===== config.mk =====
export PLATFORM = sky130hd
export DESIGN_NAME = axi_write_xbar
export DESIGN_NICKNAME = d
export VERILOG_FILES = /design/src/rtl/axi_pkg.sv /design/src/rtl/aw_router.sv /design/src/rtl/w_router.sv /design/src/rtl/b_router.sv /design/src/rtl/axi_write_xbar.sv
export VERILOG_INCLUDE_DIRS = /design/src /design/src/rtl
export SDC_FILE = /design/constraint.sdc
export NUM_CORES = 1
export LEC_CHECK = 0
export BUFFER_PORTS_ARGS = -buffer_cell sky130_fd_sc_hd__buf_2
export CORE_AREA = 10 10 131 133
export DETAILED_ROUTE_END_ITERATION = 7
export DIE_AREA = 0 0 141 143
export PLACE_DENSITY = 0.64
export REMOVE_ABC_BUFFERS = 1
export SYNTH_ARGS = -nofsm -noshare
export SYNTH_HDL_FRONTEND = slang
export SYNTH_HIERARCHICAL = 1
export SYNTH_SLANG_ARGS = --single-unit

===== constraint.sdc =====
create_clock -name clk -period 2.77 [get_ports clk]
set_clock_uncertainty 0.2 [all_clocks]
set_input_delay 0 -clock clk [delete_from_list [all_inputs] [get_ports clk]]
set_output_delay 0 -clock clk [all_outputs]
set_load 0.1 [all_outputs]

===== src/rtl/axi_defines.svh =====
`ifndef AXI_DEFINES_SVH
`define AXI_DEFINES_SVH

// Bus widths
`define AXI_ADDR_BITS 32
`define AXI_DATA_BITS 32
`define AXI_STRB_BITS 4
`define AXI_ID_BITS   4

// Burst length field, beats minus one
`define AXI_LEN_BITS  4

// Two-bit slave select field starts here
`define AXI_SEL_LSB   16

`endif


===== src/rtl/axi_pkg.sv =====
`include "axi_defines.svh"

package axi_pkg;

  typedef logic [`AXI_ADDR_BITS-1:0] addr_t;
  typedef logic [`AXI_DATA_BITS-1:0] data_t;
  typedef logic [`AXI_STRB_BITS-1:0] strb_t;
  typedef logic [`AXI_ID_BITS-1:0]   id_t;
  typedef logic [`AXI_LEN_BITS-1:0]  len_t;
  typedef logic [1:0]                resp_t;

  // Target slave of the write in flight
  typedef enum logic [1:0] {ROUTE_S0, ROUTE_S1, ROUTE_S2, ROUTE_NONE} route_t;

  typedef enum logic {W_FREE, W_BUSY} w_lock_t;

  typedef enum logic {AW_IDLE, AW_OUTSTANDING} aw_lock_t;

endpackage


===== src/rtl/aw_router.sv =====
`timescale 1ns/1ps
`include "axi_defines.svh"

module aw_router (
  input  logic            clk,
  input  logic            rstn,
  // Master
  input  axi_pkg::addr_t  awaddr_m,
  input  axi_pkg::id_t    awid_m,
  input  axi_pkg::len_t   awlen_m,
  input  logic            awvalid_m,
  output logic            awready_m,
  // Slave 0
  output axi_pkg::addr_t  awaddr_s0,
  output axi_pkg::id_t    awid_s0,
  output axi_pkg::len_t   awlen_s0,
  output logic            awvalid_s0,
  input  logic            awready_s0,
  // Slave 1
  output axi_pkg::addr_t  awaddr_s1,
  output axi_pkg::id_t    awid_s1,
  output axi_pkg::len_t   awlen_s1,
  output logic            awvalid_s1,
  input  logic            awready_s1,
  // Slave 2
  output axi_pkg::addr_t  awaddr_s2,
  output axi_pkg::id_t    awid_s2,
  output axi_pkg::len_t   awlen_s2,
  output logic            awvalid_s2,
  input  logic            awready_s2,
  // To and from the response side
  output axi_pkg::route_t route,
  input  logic            b_done
);

  import axi_pkg::*;

  aw_lock_t   aw_state, aw_state_next;
  route_t     route_dec;
  route_t     route_q;
  logic [1:0] sel;
  logic       aw_open;
  logic       awready_sel;
  logic       aw_fire;

  // Address map, select values 2 and 3 both land on S2
  assign sel = awaddr_m[`AXI_SEL_LSB +: 2];

  always_comb begin
    case (sel)
      2'd0:    route_dec = ROUTE_S0;
      2'd1:    route_dec = ROUTE_S1;
      default: route_dec = ROUTE_S2;
    endcase
  end

  always_comb begin
    case (route_dec)
      ROUTE_S0: awready_sel = awready_s0;
      ROUTE_S1: awready_sel = awready_s1;
      ROUTE_S2: awready_sel = awready_s2;
      default:  awready_sel = 1'b0;
    endcase
  end

  assign aw_open = (aw_state == AW_IDLE);

  assign awvalid_s0 = aw_open && awvalid_m && (route_dec == ROUTE_S0);
  assign awvalid_s1 = aw_open && awvalid_m && (route_dec == ROUTE_S1);
  assign awvalid_s2 = aw_open && awvalid_m && (route_dec == ROUTE_S2);
  assign awready_m  = aw_open && awvalid_m && awready_sel;
  assign aw_fire    = awvalid_m && awready_m;

  // Payload goes to every slave, only awvalid is steered
  assign awaddr_s0 = awaddr_m;
  assign awaddr_s1 = awaddr_m;
  assign awaddr_s2 = awaddr_m;
  assign awid_s0   = awid_m;
  assign awid_s1   = awid_m;
  assign awid_s2   = awid_m;
  assign awlen_s0  = awlen_m;
  assign awlen_s1  = awlen_m;
  assign awlen_s2  = awlen_m;

  always_comb begin
    case (aw_state)
      AW_IDLE:        aw_state_next = aw_fire ? AW_OUTSTANDING : AW_IDLE;
      AW_OUTSTANDING: aw_state_next = b_done ? AW_IDLE : AW_OUTSTANDING;
      default:        aw_state_next = AW_IDLE;
    endcase
  end

  always_ff @(posedge clk or negedge rstn) begin
    if (!rstn) begin
      aw_state <= AW_IDLE;
      route_q  <= ROUTE_NONE;
    end else begin
      aw_state <= aw_state_next;
      if (aw_fire) begin
        route_q <= route_dec;
      end else if (b_done) begin
        route_q <= ROUTE_NONE;
      end
    end
  end

  assign route = route_q;

endmodule


===== src/rtl/w_router.sv =====
`timescale 1ns/1ps

module w_router (
  input  logic           clk,
  input  logic           rstn,
  // Master
  input  axi_pkg::data_t wdata_m,
  input  axi_pkg::strb_t wstrb_m,
  input  logic           wlast_m,
  input  logic           wvalid_m,
  output logic           wready_m,
  // Slave 0
  output axi_pkg::data_t wdata_s0,
  output axi_pkg::strb_t wstrb_s0,
  output logic           wlast_s0,
  output logic           wvalid_s0,
  input  logic           wready_s0,
  input  logic           awvalid_s0,
  input  logic           awready_s0,
  // Slave 1
  output axi_pkg::data_t wdata_s1,
  output axi_pkg::strb_t wstrb_s1,
  output logic           wlast_s1,
  output logic           wvalid_s1,
  input  logic           wready_s1,
  input  logic           awvalid_s1,
  input  logic           awready_s1,
  // Slave 2
  output axi_pkg::data_t wdata_s2,
  output axi_pkg::strb_t wstrb_s2,
  output logic           wlast_s2,
  output logic           wvalid_s2,
  input  logic           wready_s2,
  input  logic           awvalid_s2,
  input  logic           awready_s2
);

  import axi_pkg::*;

  w_lock_t w_state, w_state_next;
  route_t  aw_route;
  route_t  route_q;
  route_t  w_route;
  logic    aw_fire;
  logic    w_last_fire;

  // Only one slave sees awvalid at a time
  always_comb begin
    case ({awvalid_s0, awvalid_s1, awvalid_s2})
      3'b100:  aw_route = ROUTE_S0;
      3'b010:  aw_route = ROUTE_S1;
      3'b001:  aw_route = ROUTE_S2;
      default: aw_route = ROUTE_NONE;
    endcase
  end

  assign aw_fire = (awvalid_s0 && awready_s0) ||
                   (awvalid_s1 && awready_s1) ||
                   (awvalid_s2 && awready_s2);

  assign w_last_fire = wvalid_m && wready_m && wlast_m;

  // Fast path on the AW handshake cycle, latched route afterwards
  assign w_route = (w_state == W_BUSY) ? route_q :
                   aw_fire             ? aw_route : ROUTE_NONE;

  always_comb begin
    case (w_state)
      W_FREE:  w_state_next = (aw_fire && !w_last_fire) ? W_BUSY : W_FREE;
      W_BUSY:  w_state_next = w_last_fire ? W_FREE : W_BUSY;
      default: w_state_next = W_FREE;
    endcase
  end

  always_ff @(posedge clk or negedge rstn) begin
    if (!rstn) begin
      w_state <= W_FREE;
      route_q <= ROUTE_NONE;
    end else begin
      w_state <= w_state_next;
      if (w_state == W_FREE && w_state_next == W_BUSY) begin
        route_q <= aw_route;
      end else if (w_state == W_BUSY && w_state_next == W_FREE) begin
        route_q <= ROUTE_NONE;
      end
    end
  end

  always_comb begin
    wdata_s0  = '0;
    wdata_s1  = '0;
    wdata_s2  = '0;
    wstrb_s0  = '0;
    wstrb_s1  = '0;
    wstrb_s2  = '0;
    wlast_s0  = 1'b0;
    wlast_s1  = 1'b0;
    wlast_s2  = 1'b0;
    wvalid_s0 = 1'b0;
    wvalid_s1 = 1'b0;
    wvalid_s2 = 1'b0;
    wready_m  = 1'b0;
    case (w_route)
      ROUTE_S0: begin
        wdata_s0  = wdata_m;
        wstrb_s0  = wstrb_m;
        wlast_s0  = wlast_m;
        wvalid_s0 = wvalid_m;
        wready_m  = wready_s0;
      end
      ROUTE_S1: begin
        wdata_s1  = wdata_m;
        wstrb_s1  = wstrb_m;
        wlast_s1  = wlast_m;
        wvalid_s1 = wvalid_m;
        wready_m  = wready_s1;
      end
      ROUTE_S2: begin
        wdata_s2  = wdata_m;
        wstrb_s2  = wstrb_m;
        wlast_s2  = wlast_m;
        wvalid_s2 = wvalid_m;
        wready_m  = wready_s2;
      end
      default: ;
    endcase
  end

endmodule


===== src/rtl/b_router.sv =====
`timescale 1ns/1ps

module b_router (
  input  logic            clk,
  input  logic            rstn,
  input  axi_pkg::route_t route,
  // Master
  output axi_pkg::id_t    bid_m,
  output axi_pkg::resp_t  bresp_m,
  output logic            bvalid_m,
  input  logic            bready_m,
  // Slave 0
  input  axi_pkg::id_t    bid_s0,
  input  axi_pkg::resp_t  bresp_s0,
  input  logic            bvalid_s0,
  output logic            bready_s0,
  // Slave 1
  input  axi_pkg::id_t    bid_s1,
  input  axi_pkg::resp_t  bresp_s1,
  input  logic            bvalid_s1,
  output logic            bready_s1,
  // Slave 2
  input  axi_pkg::id_t    bid_s2,
  input  axi_pkg::resp_t  bresp_s2,
  input  logic            bvalid_s2,
  output logic            bready_s2,
  // Write finished
  output logic            b_done
);

  import axi_pkg::*;

  id_t   bid_sel;
  resp_t bresp_sel;
  logic  bvalid_sel;
  logic  resp_mask;

  always_comb begin
    bid_sel    = '0;
    bresp_sel  = '0;
    bvalid_sel = 1'b0;
    case (route)
      ROUTE_S0: begin
        bid_sel    = bid_s0;
        bresp_sel  = bresp_s0;
        bvalid_sel = bvalid_s0;
      end
      ROUTE_S1: begin
        bid_sel    = bid_s1;
        bresp_sel  = bresp_s1;
        bvalid_sel = bvalid_s1;
      end
      ROUTE_S2: begin
        bid_sel    = bid_s2;
        bresp_sel  = bresp_s2;
        bvalid_sel = bvalid_s2;
      end
      default: ;
    endcase
  end

  assign bid_m    = bid_sel;
  assign bresp_m  = bresp_sel;
  assign bvalid_m = bvalid_sel && !resp_mask;
  assign b_done   = bvalid_m && bready_m;

  assign bready_s0 = (route == ROUTE_S0) && bready_m && !resp_mask;
  assign bready_s1 = (route == ROUTE_S1) && bready_m && !resp_mask;
  assign bready_s2 = (route == ROUTE_S2) && bready_m && !resp_mask;

  // Blank the cycle right after a response, until the lock clears
  always_ff @(posedge clk or negedge rstn) begin
    if (!rstn) begin
      resp_mask <= 1'b0;
    end else begin
      resp_mask <= b_done;
    end
  end

endmodule


===== src/rtl/axi_write_xbar.sv =====
`timescale 1ns/1ps

module axi_write_xbar (
  input  logic           clk,
  input  logic           rstn,
  // Master AW
  input  axi_pkg::addr_t awaddr_m,
  input  axi_pkg::id_t   awid_m,
  input  axi_pkg::len_t  awlen_m,
  input  logic           awvalid_m,
  output logic           awready_m,
  // Master W
  input  axi_pkg::data_t wdata_m,
  input  axi_pkg::strb_t wstrb_m,
  input  logic           wlast_m,
  input  logic           wvalid_m,
  output logic           wready_m,
  // Master B
  output axi_pkg::id_t   bid_m,
  output axi_pkg::resp_t bresp_m,
  output logic           bvalid_m,
  input  logic           bready_m,
  // Slave 0
  output axi_pkg::addr_t awaddr_s0,
  output axi_pkg::id_t   awid_s0,
  output axi_pkg::len_t  awlen_s0,
  output logic           awvalid_s0,
  input  logic           awready_s0,
  output axi_pkg::data_t wdata_s0,
  output axi_pkg::strb_t wstrb_s0,
  output logic           wlast_s0,
  output logic           wvalid_s0,
  input  logic           wready_s0,
  input  axi_pkg::id_t   bid_s0,
  input  axi_pkg::resp_t bresp_s0,
  input  logic           bvalid_s0,
  output logic           bready_s0,
  // Slave 1
  output axi_pkg::addr_t awaddr_s1,
  output axi_pkg::id_t   awid_s1,
  output axi_pkg::len_t  awlen_s1,
  output logic           awvalid_s1,
  input  logic           awready_s1,
  output axi_pkg::data_t wdata_s1,
  output axi_pkg::strb_t wstrb_s1,
  output logic           wlast_s1,
  output logic           wvalid_s1,
  input  logic           wready_s1,
  input  axi_pkg::id_t   bid_s1,
  input  axi_pkg::resp_t bresp_s1,
  input  logic           bvalid_s1,
  output logic           bready_s1,
  // Slave 2
  output axi_pkg::addr_t awaddr_s2,
  output axi_pkg::id_t   awid_s2,
  output axi_pkg::len_t  awlen_s2,
  output logic           awvalid_s2,
  input  logic           awready_s2,
  output axi_pkg::data_t wdata_s2,
  output axi_pkg::strb_t wstrb_s2,
  output logic           wlast_s2,
  output logic           wvalid_s2,
  input  logic           wready_s2,
  input  axi_pkg::id_t   bid_s2,
  input  axi_pkg::resp_t bresp_s2,
  input  logic           bvalid_s2,
  output logic           bready_s2
);

  import axi_pkg::*;

  // Target of the outstanding write, and its completion pulse
  route_t route;
  logic   b_done;

  aw_router u_aw (.*);

  // Reads the slave awvalid and awready wires to find its route
  w_router u_w (.*);

  b_router u_b (.*);

endmodule


==> results of run 1 <==
worst paths after layout:
kind / cells after the start / slack [ns] / to
worst max-delay path: 11 / 0.05 / u_w/route_q[1]
worst min-delay path: 4 / 0.006 / u_aw/route[1]
worst max register to register: 11 / 0.05 / u_w/route_q[1]
worst min register to register: 2 / 0.33 / u_w/route_q[0]
max in group asynchronous: 3 / 1.62 / u_b/resp_mask
min in group asynchronous: 2 / 0.12 / u_aw/route[1]
state kept, by name (all words and copies together), names as in the netlist:
register / flops
u_aw/aw_state: 1
u_aw/route: 2
u_b/resp_mask: 1
u_w/route_q: 2
u_w/w_state: 1
worst min-delay path: stages:
cell and delay [ns]:
buf_2 0.11, mux2i_1 0.11, nor2_1 0.12, o2bb2ai_1 0.08
stage by stage:
| stage | hold slack [ns] | utilization, % | setup TNS, ns | std cells |
|---|---|---|---|---|
| 4_1_cts | 0.000120 | 32.2 | 0 | 655 |
| 2_1_floorplan | -0.496 | - | -287.39 | 204 |
| 6_report | 0.00610 | 32.9 | 0 | 661 |
| 3_5_place_dp | -0.359 | 23.5 | -0.194 | 603 |
| 3_3_place_gp | -0.354 | 23.5 | 0 | 603 |
| 5_1_grt | 0.0206 | 32.9 | -0.301 | 659 |
synth_stat cells (3+ instances only):
master and count:
a21oi_1 5, and2_1 38, buf_2 6, buf_4 123
buf_6 4, clkbuf_1 3, dfrtp_1 3, dfstp_2 4
inv_1 6, mux2i_1 8, nand2_1 9, nor2_1 6
nor2b_1 77, nor3_1 6, o21ai_1 9
cells by family after synthesis:
family / Yosys count
buf+inv: 144
mux: 8
xor+xnor: 2
simple gates: 152
flops: 7
compound gates: 26
fa+ha+maj: 1
layer usage:
metal / global-route usage [%] / vias up
met4: 0.489 / 6
li1: - / 1222
met5: 2.00 / -
met1: 15.1 / 1272
met3: 8.79 / 8
met2: 20.1 / 146
power by group:
part	switching [W]	leakage [nW]	total, W	internal [W]
logic	0.00235	2.23	0.00306	0.000709
clock network	0.0000537	0.0382	0.000245	0.000191
registers	0.0000774	0.0761	0.000225	0.000147
total	0.00248	2.34	0.00353	0.00105
what timing repair did:
item                                    4_1_cts  5_1_grt
pin swaps                                     5        7
hold buffers                                 45        0
buffers inserted                              2        4
cloned                                        1        0
endpoints found under the hold margin       125        0
resized for setup                             5       11
endpoints found under the setup margin       40       71
layout make-up:
cell class | count | area, um2 | share of cell area [%]
multi-input cells | 190 | 1360 | 28.7
clock buffers | 4 | 78.8 | 1.66
repair buffers | 266 | 2860 | 60.3
well taps | 184 | 230 | 4.85
diodes | 2 | 5.00 | 0.105
flip-flops and latches | 7 | 180 | 3.80
inverters | 8 | 30.0 | 0.633
cells in the final DEF (no fill, tap or decap), types with 2 or more instances in the layout:
master / instances
a21oi_1: 3
a21oi_4: 2
and2_1: 38
buf_12: 40
buf_16: 38
buf_2: 166
buf_4: 14
clkbuf_16: 3
dfrtp_1: 3
dfstp_2: 4
diode_2: 2
dlygate4sd3_1: 7
inv_1: 6
inv_2: 2
mux2i_1: 8
nand2_1: 9
nor2_1: 5
nor2_2: 2
nor2b_1: 77
nor3_1: 4
nor3_2: 2
nor4b_2: 2
o21ai_1: 9
o22ai_2: 2
xnor2_1: 2
==> flow_metrics.env, run 1 <==
export IMPL_grt_pass1_vias=2666
export IMPL_critPathLaunchType="flop"
export IMPL_startpoint="u_aw/aw_state"
export IMPL_seq_area_frac_synth_pct=7.28
export IMPL_wl_mm=14.7
export IMPL_dieHeight_um=143
export IMPL_synth_top_family_by_area="buffers and inverters"
export IMPL_pre_cts_ws_ns=-0.108
export IMPL_cts_max_level=1
export IMPL_cts_buffers_inserted=3
export IMPL_critPathCaptureType="flop"
export IMPL_crit_type="flop to flop"
export IMPL_path_buf_inv=1
export IMPL_grt_first_pass_wirelength_mm=19.8
export IMPL_power_density_mw_per_mm2=743
export IMPL_arrival_ns=2.67
export IMPL_rsz0062_at_grt="yes"
export IMPL_yosys_area_top_type="buf_4"
export IMPL_start_util_pct=17.2
export IMPL_synth_edff_count=0
export IMPL_total_power_w=0.00353
export IMPL_critPathMaxFanout=6
export IMPL_coreArea_mm2=0.0144
export IMPL_num_rows=44
export IMPL_status="completed"
export IMPL_ys_async_sr_fraction_pct=100
export IMPL_remaining_drc_errors=0
export IMPL_yosys_top_cells_area="buf_4 (37%), nor2b_1 (19%), and2_1 (9.6%)"
export IMPL_synthDistinctLibCells=41
export IMPL_reg2reg_from="u_aw/aw_state"
export IMPL_final_setup_worst_slack_ns=0.0503
export IMPL_cts_tree="built"
export IMPL_root_buffer="clkbuf_16"
export IMPL_ant_nets=0
export IMPL_maxCapViolCount=0
export IMPL_wl_met3_mm=1.94
export IMPL_vias=2654
export IMPL_slew_headroom_pct=61.6
export IMPL_synthSimpleGateAreaFrac_pct=38.6
export IMPL_nets=586
export IMPL_overflow=0
export IMPL_synth_xor_area_share_pct=0.708
export IMPL_p_leak_nw=2.34
export IMPL_vias_per_cell=4.02
export IMPL_die_area_mm2=0.0202
export IMPL_dp_hpwl_mm=11.0
export IMPL_synth_fa_ha_area_share_pct=0.506
export IMPL_placed_area_mm2=0.00339
export IMPL_fmax_ghz=0.368
export IMPL_synth_ff_type="dfstp_2"
export IMPL_clockBufferDepth=2
export IMPL_num_io_pins=358
export IMPL_synth_compound_area_share_pct=7.63
export IMPL_critPathTopFamily="simple AND/OR/NAND/NOR gates"
export IMPL_track_usage_pct=13.0
export IMPL_m1WireLength_mm=5.50
export IMPL_drv_slew=0
export IMPL_die_w_um=141
export IMPL_required_ns=2.72
export IMPL_fin_area_mm2=0.00475
export IMPL_ir_drop_mv=0.376
export IMPL_grt_antenna_before_repair=4
export IMPL_yosysWarnings=6
export IMPL_synthToLayoutAreaGrowth_pct=91.8
export IMPL_hold_viol=0
export IMPL_crit_slowest_cell="dfrtp_1"
export IMPL_fin_crit_ns=2.72
export IMPL_io_buffers=205
export IMPL_insertion_delay_ns=0.23
export IMPL_synthMuxAreaShare_pct=3.24
export IMPL_layout_worst_path_cycle_share_pct=98.2
export IMPL_top_layer="met5"
export IMPL_synth_top_area_share_pct=37.3
export IMPL_drive_gt1_share_pct=61.1
export IMPL_worst_pin_slew_ns=0.575
export IMPL_setup_viol=0
export IMPL_grt_max_degree=39
export IMPL_cts_sinks=7
export IMPL_place_gp_congestion=0.781
export IMPL_drt_iter0_markers=94
export IMPL_wl_met2_mm=7.13
export IMPL_hold_start="awready_s1"
export IMPL_hold_class="primary input to flop"
export IMPL_clkTransAtPathRegs_ns=0.04
export IMPL_ys_seq_elements=7
export IMPL_first_pass_iters=4
export IMPL_routedWlPerCell_um=22.2
export IMPL_syn_cell_area_mm2=0.00247
export IMPL_syn_inst=340
export IMPL_n_fill_cell=1495
export IMPL_critical_path_cell_chain="nand2b_4, nor3_2, buf_4, and4bb_2, o211ai_1, nor3b_2, o22ai_2, a31oi_4, ha_4, nor4b_4, a21oi_2"
export IMPL_syn_area_per_cell_um2=7.28
export IMPL_cpPeakStageDelay_ns=0.38
Power figures use the tool's default switching activity.
==> run 2, diff against run 1 <==
--- a/config.mk
+++ b/config.mk
@@ -6,11 +6,12 @@
 export SDC_FILE = /design/constraint.sdc
 export NUM_CORES = 1
 export LEC_CHECK = 0
-export BUFFER_PORTS_ARGS = -buffer_cell sky130_fd_sc_hd__buf_2
-export CORE_AREA = 10 10 131 133
+export ABC_CLOCK_PERIOD_IN_PS = 2770
+export CORE_AREA = 10 10 130 132
 export DETAILED_ROUTE_END_ITERATION = 7
-export DIE_AREA = 0 0 141 143
-export PLACE_DENSITY = 0.64
+export DIE_AREA = 0 0 140 142
+export DONT_BUFFER_PORTS = 1
+export PLACE_DENSITY = 0.42
 export REMOVE_ABC_BUFFERS = 1
 export SYNTH_ARGS = -nofsm -noshare
 export SYNTH_HDL_FRONTEND = slang
==> flow_metrics.env, run 2 (same netlist as run 1, synthesis figures left out) <==
export IMPL_cts_max_level=1
export IMPL_nets=508
export IMPL_slew_headroom_pct=67.2
export IMPL_layout_worst_path_cycle_share_pct=96.5
export IMPL_num_io_pins=358
export IMPL_reg2reg_from="u_aw/aw_state"
export IMPL_ir_drop_mv=0.377
export IMPL_final_setup_worst_slack_ns=0.0974
export IMPL_fin_crit_ns=2.67
export IMPL_cts_buffers_inserted=3
export IMPL_cts_sinks=7
export IMPL_dieHeight_um=142
export IMPL_hold_path_end="u_w/route_q[1]"
export IMPL_grt_first_pass_wirelength_mm=22.3
export IMPL_grt_antenna_before_repair=0
export IMPL_routedWlPerCell_um=27.1
export IMPL_n_fill_cell=1281
export IMPL_fin_area_mm2=0.00587
export IMPL_final_common_cell="buf_12"
export IMPL_crit_type="flop to flop"
export IMPL_hold_start="wlast_m"
export IMPL_r2r_cells=8
export IMPL_die_w_um=140
export IMPL_p_leak_nw=2.36
export IMPL_track_usage_pct=14.9
export IMPL_place_gp_congestion=0.802
export IMPL_wl_mm=15.7
export IMPL_coreArea_mm2=0.0143
export IMPL_grt_max_degree=39
export IMPL_ant_nets=0
export IMPL_hold_class="primary input to flop"
export IMPL_overflow=0
export IMPL_critPathMaxFanout=4
export IMPL_root_buffer="clkbuf_16"
export IMPL_required_ns=2.68
export IMPL_start_util_pct=17.3
export IMPL_grt_pass1_vias=2834
export IMPL_holdPathStages=3
export IMPL_vias_per_cell=4.23
export IMPL_worst_pin_slew_ns=0.492
export IMPL_final_setup_tns_ns=0
export IMPL_maxCapViolCount=0
export IMPL_remaining_drc_errors=0
export IMPL_power_density_mw_per_mm2=659
export IMPL_pre_cts_ws_ns=-0.122
export IMPL_clkTransAtPathRegs_ns=0.04
export IMPL_vias=2458
export IMPL_critPathLaunchType="flop"
export IMPL_io_buffers=0
export IMPL_arrival_ns=2.58
export IMPL_drv_slew=0
export IMPL_first_pass_iters=4
export IMPL_seqCellArea_um2=180
export IMPL_antennaDiodeCount=0
export IMPL_rr_endpoint="u_w/w_state"
export IMPL_synthToLayoutAreaGrowth_pct=137
export IMPL_multi_input_area_mm2=0.00156
export IMPL_dp_hpwl_mm=11.5
export IMPL_placed_area_mm2=0.00453
export IMPL_die_area_mm2=0.0199
export IMPL_drive_gt1_share_pct=74.3
export IMPL_setup_viol=0
export IMPL_status="completed"
export IMPL_r2r_slack_ns=0.1
export IMPL_layout_common_cells="buf_12 (116), nor2b_2 (76), buf_16 (42)"
export IMPL_clockBufferDepth=2
export IMPL_drt_iter0_markers=44
export IMPL_critPathCaptureType="flop"
export IMPL_fmax_ghz=0.374
export IMPL_num_rows=44
export IMPL_hold_viol=0
export IMPL_insertion_delay_ns=0.23
export IMPL_cts_tree="built"
run 2: changes by cell type in the layout (fill, tap and decap cells not counted), moves of 4 or more:
cell | previous run | this run
buf_2 | 166 | 0
nor2b_2 | 0 | 76
nor2b_1 | 77 | 1
buf_12 | 40 | 116
o21ai_2 | 0 | 6
o21ai_1 | 9 | 3
buf_16 | 38 | 42
run 2: critical path, cell delays in order (launching register included):
cell	delay [ns]
dfrtp_1	0.37
nand2b_4	0.18
nor3b_4	0.24
and4bb_1	0.27
nor4b_2	0.30
nor3b_2	0.09
o22ai_2	0.18
a31oi_4	0.14
dlygate4sd3_1	0.58
run 2: worst max path at each step:
stage | startpoint | end | slack [ns] | cells after the start
2_1_floorplan | u_aw/aw_state | u_w/route_q[1] | -3.37 | 10
3_3_place_gp | u_aw/aw_state | u_w/route_q[1] | 0.03 | 10
3_5_place_dp | u_aw/aw_state | u_w/route_q[0] | -0.12 | 10
4_1_cts | u_aw/aw_state | u_w/route_q[0] | 0.002 | 10
5_1_grt | u_aw/aw_state | u_w/w_state | -0.01 | 10
6_report | u_aw/aw_state | u_w/w_state | 0.1 | 8
run 2: layout make-up:
type                            count  area share, %
Clock buffer                        4           1.34
Inverter                            8          0.511
Multi-Input combinational cell    189           26.6
Sequential cell                     7           3.07
Tap cell                          184           3.92
Timing Repair Buffer              189           64.6
run 2: through the flow:
stage | hold slack [ns] | total power [W] | utilization [%] | std cells
after global routing | 0.0211 | 0.00399 | 41.0 | 581
after CTS | 0.0181 | 0.00382 | 40.7 | 580
after global placement | -0.495 | 0.00260 | 31.6 | 525
after detailed placement | -0.495 | 0.00263 | 31.6 | 525
final | 0.00472 | 0.00387 | 41.0 | 581
after floorplan | -0.496 | 0.00175 | - | 204
run 2: power breakdown:
| group | total, W | leakage, nW | switching (W) | internal, W |
|---|---|---|---|---|
| Combinational | 0.00340 | 2.25 | 0.00240 | 0.000999 |
| Sequential | 0.000228 | 0.0761 | 0.0000808 | 0.000147 |
| Clock | 0.000242 | 0.0382 | 0.0000507 | 0.000191 |
| Total | 0.00387 | 2.36 | 0.00253 | 0.00134 |
run 2: layer usage:
metal,vias to the layer above,wire length (um),share of wire (%),global-route usage (%)
met3,11,2850,18,11.6
met5,-,54,0.34,2.00
met4,3,89,0.57,1.85
li1,1063,-,-,-
met1,1146,5280,34,15.1
met2,235,7470,47,24.3
run 2: timing repair:
item / CTS / global route
pin swaps: 1 / 4
endpoints found under the hold margin: 132 / 0
gates resized for setup: 2 / 8
buffers inserted: 1 / 1
endpoints found under the setup margin: 7 / 76
hold buffers: 50 / 0
==> run 3, diff against run 2 <==
--- a/config.mk
+++ b/config.mk
@@ -7,9 +7,9 @@
 export NUM_CORES = 1
 export LEC_CHECK = 0
 export ABC_CLOCK_PERIOD_IN_PS = 2770
-export CORE_AREA = 10 10 130 132
+export CORE_AREA = 10 10 129 131
 export DETAILED_ROUTE_END_ITERATION = 7
-export DIE_AREA = 0 0 140 142
+export DIE_AREA = 0 0 139 141
 export DONT_BUFFER_PORTS = 1
 export PLACE_DENSITY = 0.42
 export REMOVE_ABC_BUFFERS = 1
==> flow_metrics.env, run 3 (same netlist as run 1, synthesis figures left out) <==
export IMPL_status="completed"
export IMPL_slew_headroom_pct=67.5
export IMPL_ir_drop_mv=0.315
export IMPL_vias_per_cell=4.25
export IMPL_critPathCaptureType="flop"
export IMPL_critPathLaunchType="flop"
export IMPL_final_common_cell="buf_12"
export IMPL_track_usage_pct=15.0
export IMPL_arrival_ns=2.67
export IMPL_grt_pass1_vias=2791
export IMPL_required_ns=2.72
export IMPL_n_fill_cell=1290
export IMPL_placed_area_mm2=0.00454
export IMPL_startpoint="u_aw/aw_state"
export IMPL_holdPathStages=1
export IMPL_routedWlPerCell_um=26.9
export IMPL_p_leak_nw=2.39
export IMPL_r2r_slack_ns=0.06
export IMPL_stdcell_count=585
export IMPL_layout_common_cells="buf_12 (116), nor2b_2 (76), buf_16 (41)"
export IMPL_start_util_pct=17.4
export IMPL_root_buffer="clkbuf_16"
export IMPL_hold_path_end="awid_s0[0]"
export IMPL_coreArea_mm2=0.0142
export IMPL_reg2reg_from="u_aw/aw_state"
export IMPL_hold_viol=0
export IMPL_layout_worst_path_cycle_share_pct=97.9
export IMPL_cts_tree="built"
export IMPL_power_density_mw_per_mm2=658
export IMPL_num_rows=44
export IMPL_r2r_cells=10
export IMPL_dp_cells=527
export IMPL_rr_endpoint="u_w/route_q[0]"
export IMPL_crit_type="flop to flop"
export IMPL_worst_pin_slew_ns=0.484
export IMPL_fin_util_pct=41.7
export IMPL_die_area_mm2=0.0196
export IMPL_overflow=0
export IMPL_vias=2488
export IMPL_place_gp_congestion=0.867
export IMPL_grt_antenna_before_repair=1
export IMPL_die_w_um=139
export IMPL_ant_nets=0
export IMPL_dp_hpwl_mm=11.5
export IMPL_nets=512
export IMPL_hold_class="primary input to primary output"
export IMPL_clockBufferDepth=2
export IMPL_rsz0062_at_grt="yes"
export IMPL_cts_sinks=7
export IMPL_grt_max_degree=39
export IMPL_grt_first_pass_wirelength_mm=22.3
export IMPL_cts_buffers_inserted=3
export IMPL_clkTransAtPathRegs_ns=0.04
export IMPL_fmax_ghz=0.369
export IMPL_hold_start="awid_m[0]"
export IMPL_first_pass_iters=5
export IMPL_drt_iter0_markers=110
export IMPL_drv_slew=0
export IMPL_fin_crit_ns=2.71
export IMPL_synthToLayoutAreaGrowth_pct=140
export IMPL_total_power_w=0.00390
export IMPL_wl_mm=15.7
export IMPL_drive_gt1_share_pct=74.8
export IMPL_critPathMaxFanout=4
export IMPL_remaining_drc_errors=0
export IMPL_cts_max_level=1
export IMPL_dieHeight_um=141
export IMPL_setup_viol=0
export IMPL_maxCapViolCount=0
export IMPL_num_io_pins=358
export IMPL_insertion_delay_ns=0.23
export IMPL_fin_area_mm2=0.00593
export IMPL_io_buffers=0
export IMPL_antennaDiodeCount=0
==> run 3: power by group <==
group	internal, W	switching (W)
clock	0.000192	0.0000555
sequential	0.000147	0.0000809
combinational	0.00101	0.00241
total	0.00135	0.00255
==> run 3: critical path: stages (launching register included) <==
cell and delay, ns:
dfrtp_1 0.39, nand2b_4 0.18, nor3b_4 0.24, and4bb_2 0.29, o211ai_1 0.17, nor3b_2 0.22
o22ai_2 0.12, a31oi_4 0.24, ha_4 0.25, nor4b_2 0.25, a21oi_1 0.07
==> run 3: layout make-up <==
type                    count  area, um2  area share [%]
repair buffers            193       3820            64.5
flip-flops and latches      7        180            3.04
inverters                   8       30.0           0.507
multi-input cells         189       1590            26.8
well taps                 184        230            3.88
clock buffers               4       78.8            1.33
==> run 3: timing repair <==
item                                   CTS  global route
setup endpoints to repair                2            41
resized for setup                        1            13
endpoints found under the hold margin  132             1
pin swaps                                2             7
hold buffers                            50             1
buffers inserted                         0             3
==> run 3: worst max-delay path by stage <==
stage                endpoint  slack [ns]  cells after the start
2_1_floorplan  u_w/route_q[1]       -3.37                     10
3_3_place_gp   u_w/route_q[0]        0.02                     10
3_5_place_dp   u_w/route_q[0]       -0.04                     10
4_1_cts        u_w/route_q[0]        0.01                     10
5_1_grt        u_w/route_q[1]        -0.1                     10
6_report       u_w/route_q[0]        0.06                     10
==> run 3: through the flow <==
stage / setup WS, ns / hold slack [ns] / TNS [ns]
2_1_floorplan: -3.37 / -0.496 / -287.39
3_3_place_gp: 0.0156 / -0.495 / 0
3_5_place_dp: -0.0446 / -0.495 / -0.0823
4_1_cts: 0.0149 / 0.0167 / 0
5_1_grt: -0.0976 / 0.0210 / -0.454
6_report: 0.0572 / 0.0200 / 0
==> run 3: per-layer routing <==
| metal | part of all wire [%] | vias up | track usage (%) |
|---|---|---|---|
| li1 | - | 1068 | - |
| met1 | 33 | 1168 | 15.7 |
| met2 | 46 | 230 | 23.1 |
| met3 | 20 | 19 | 12.8 |
| met4 | 0.95 | 3 | 1.92 |
| met5 | 0.34 | - | 2.09 |
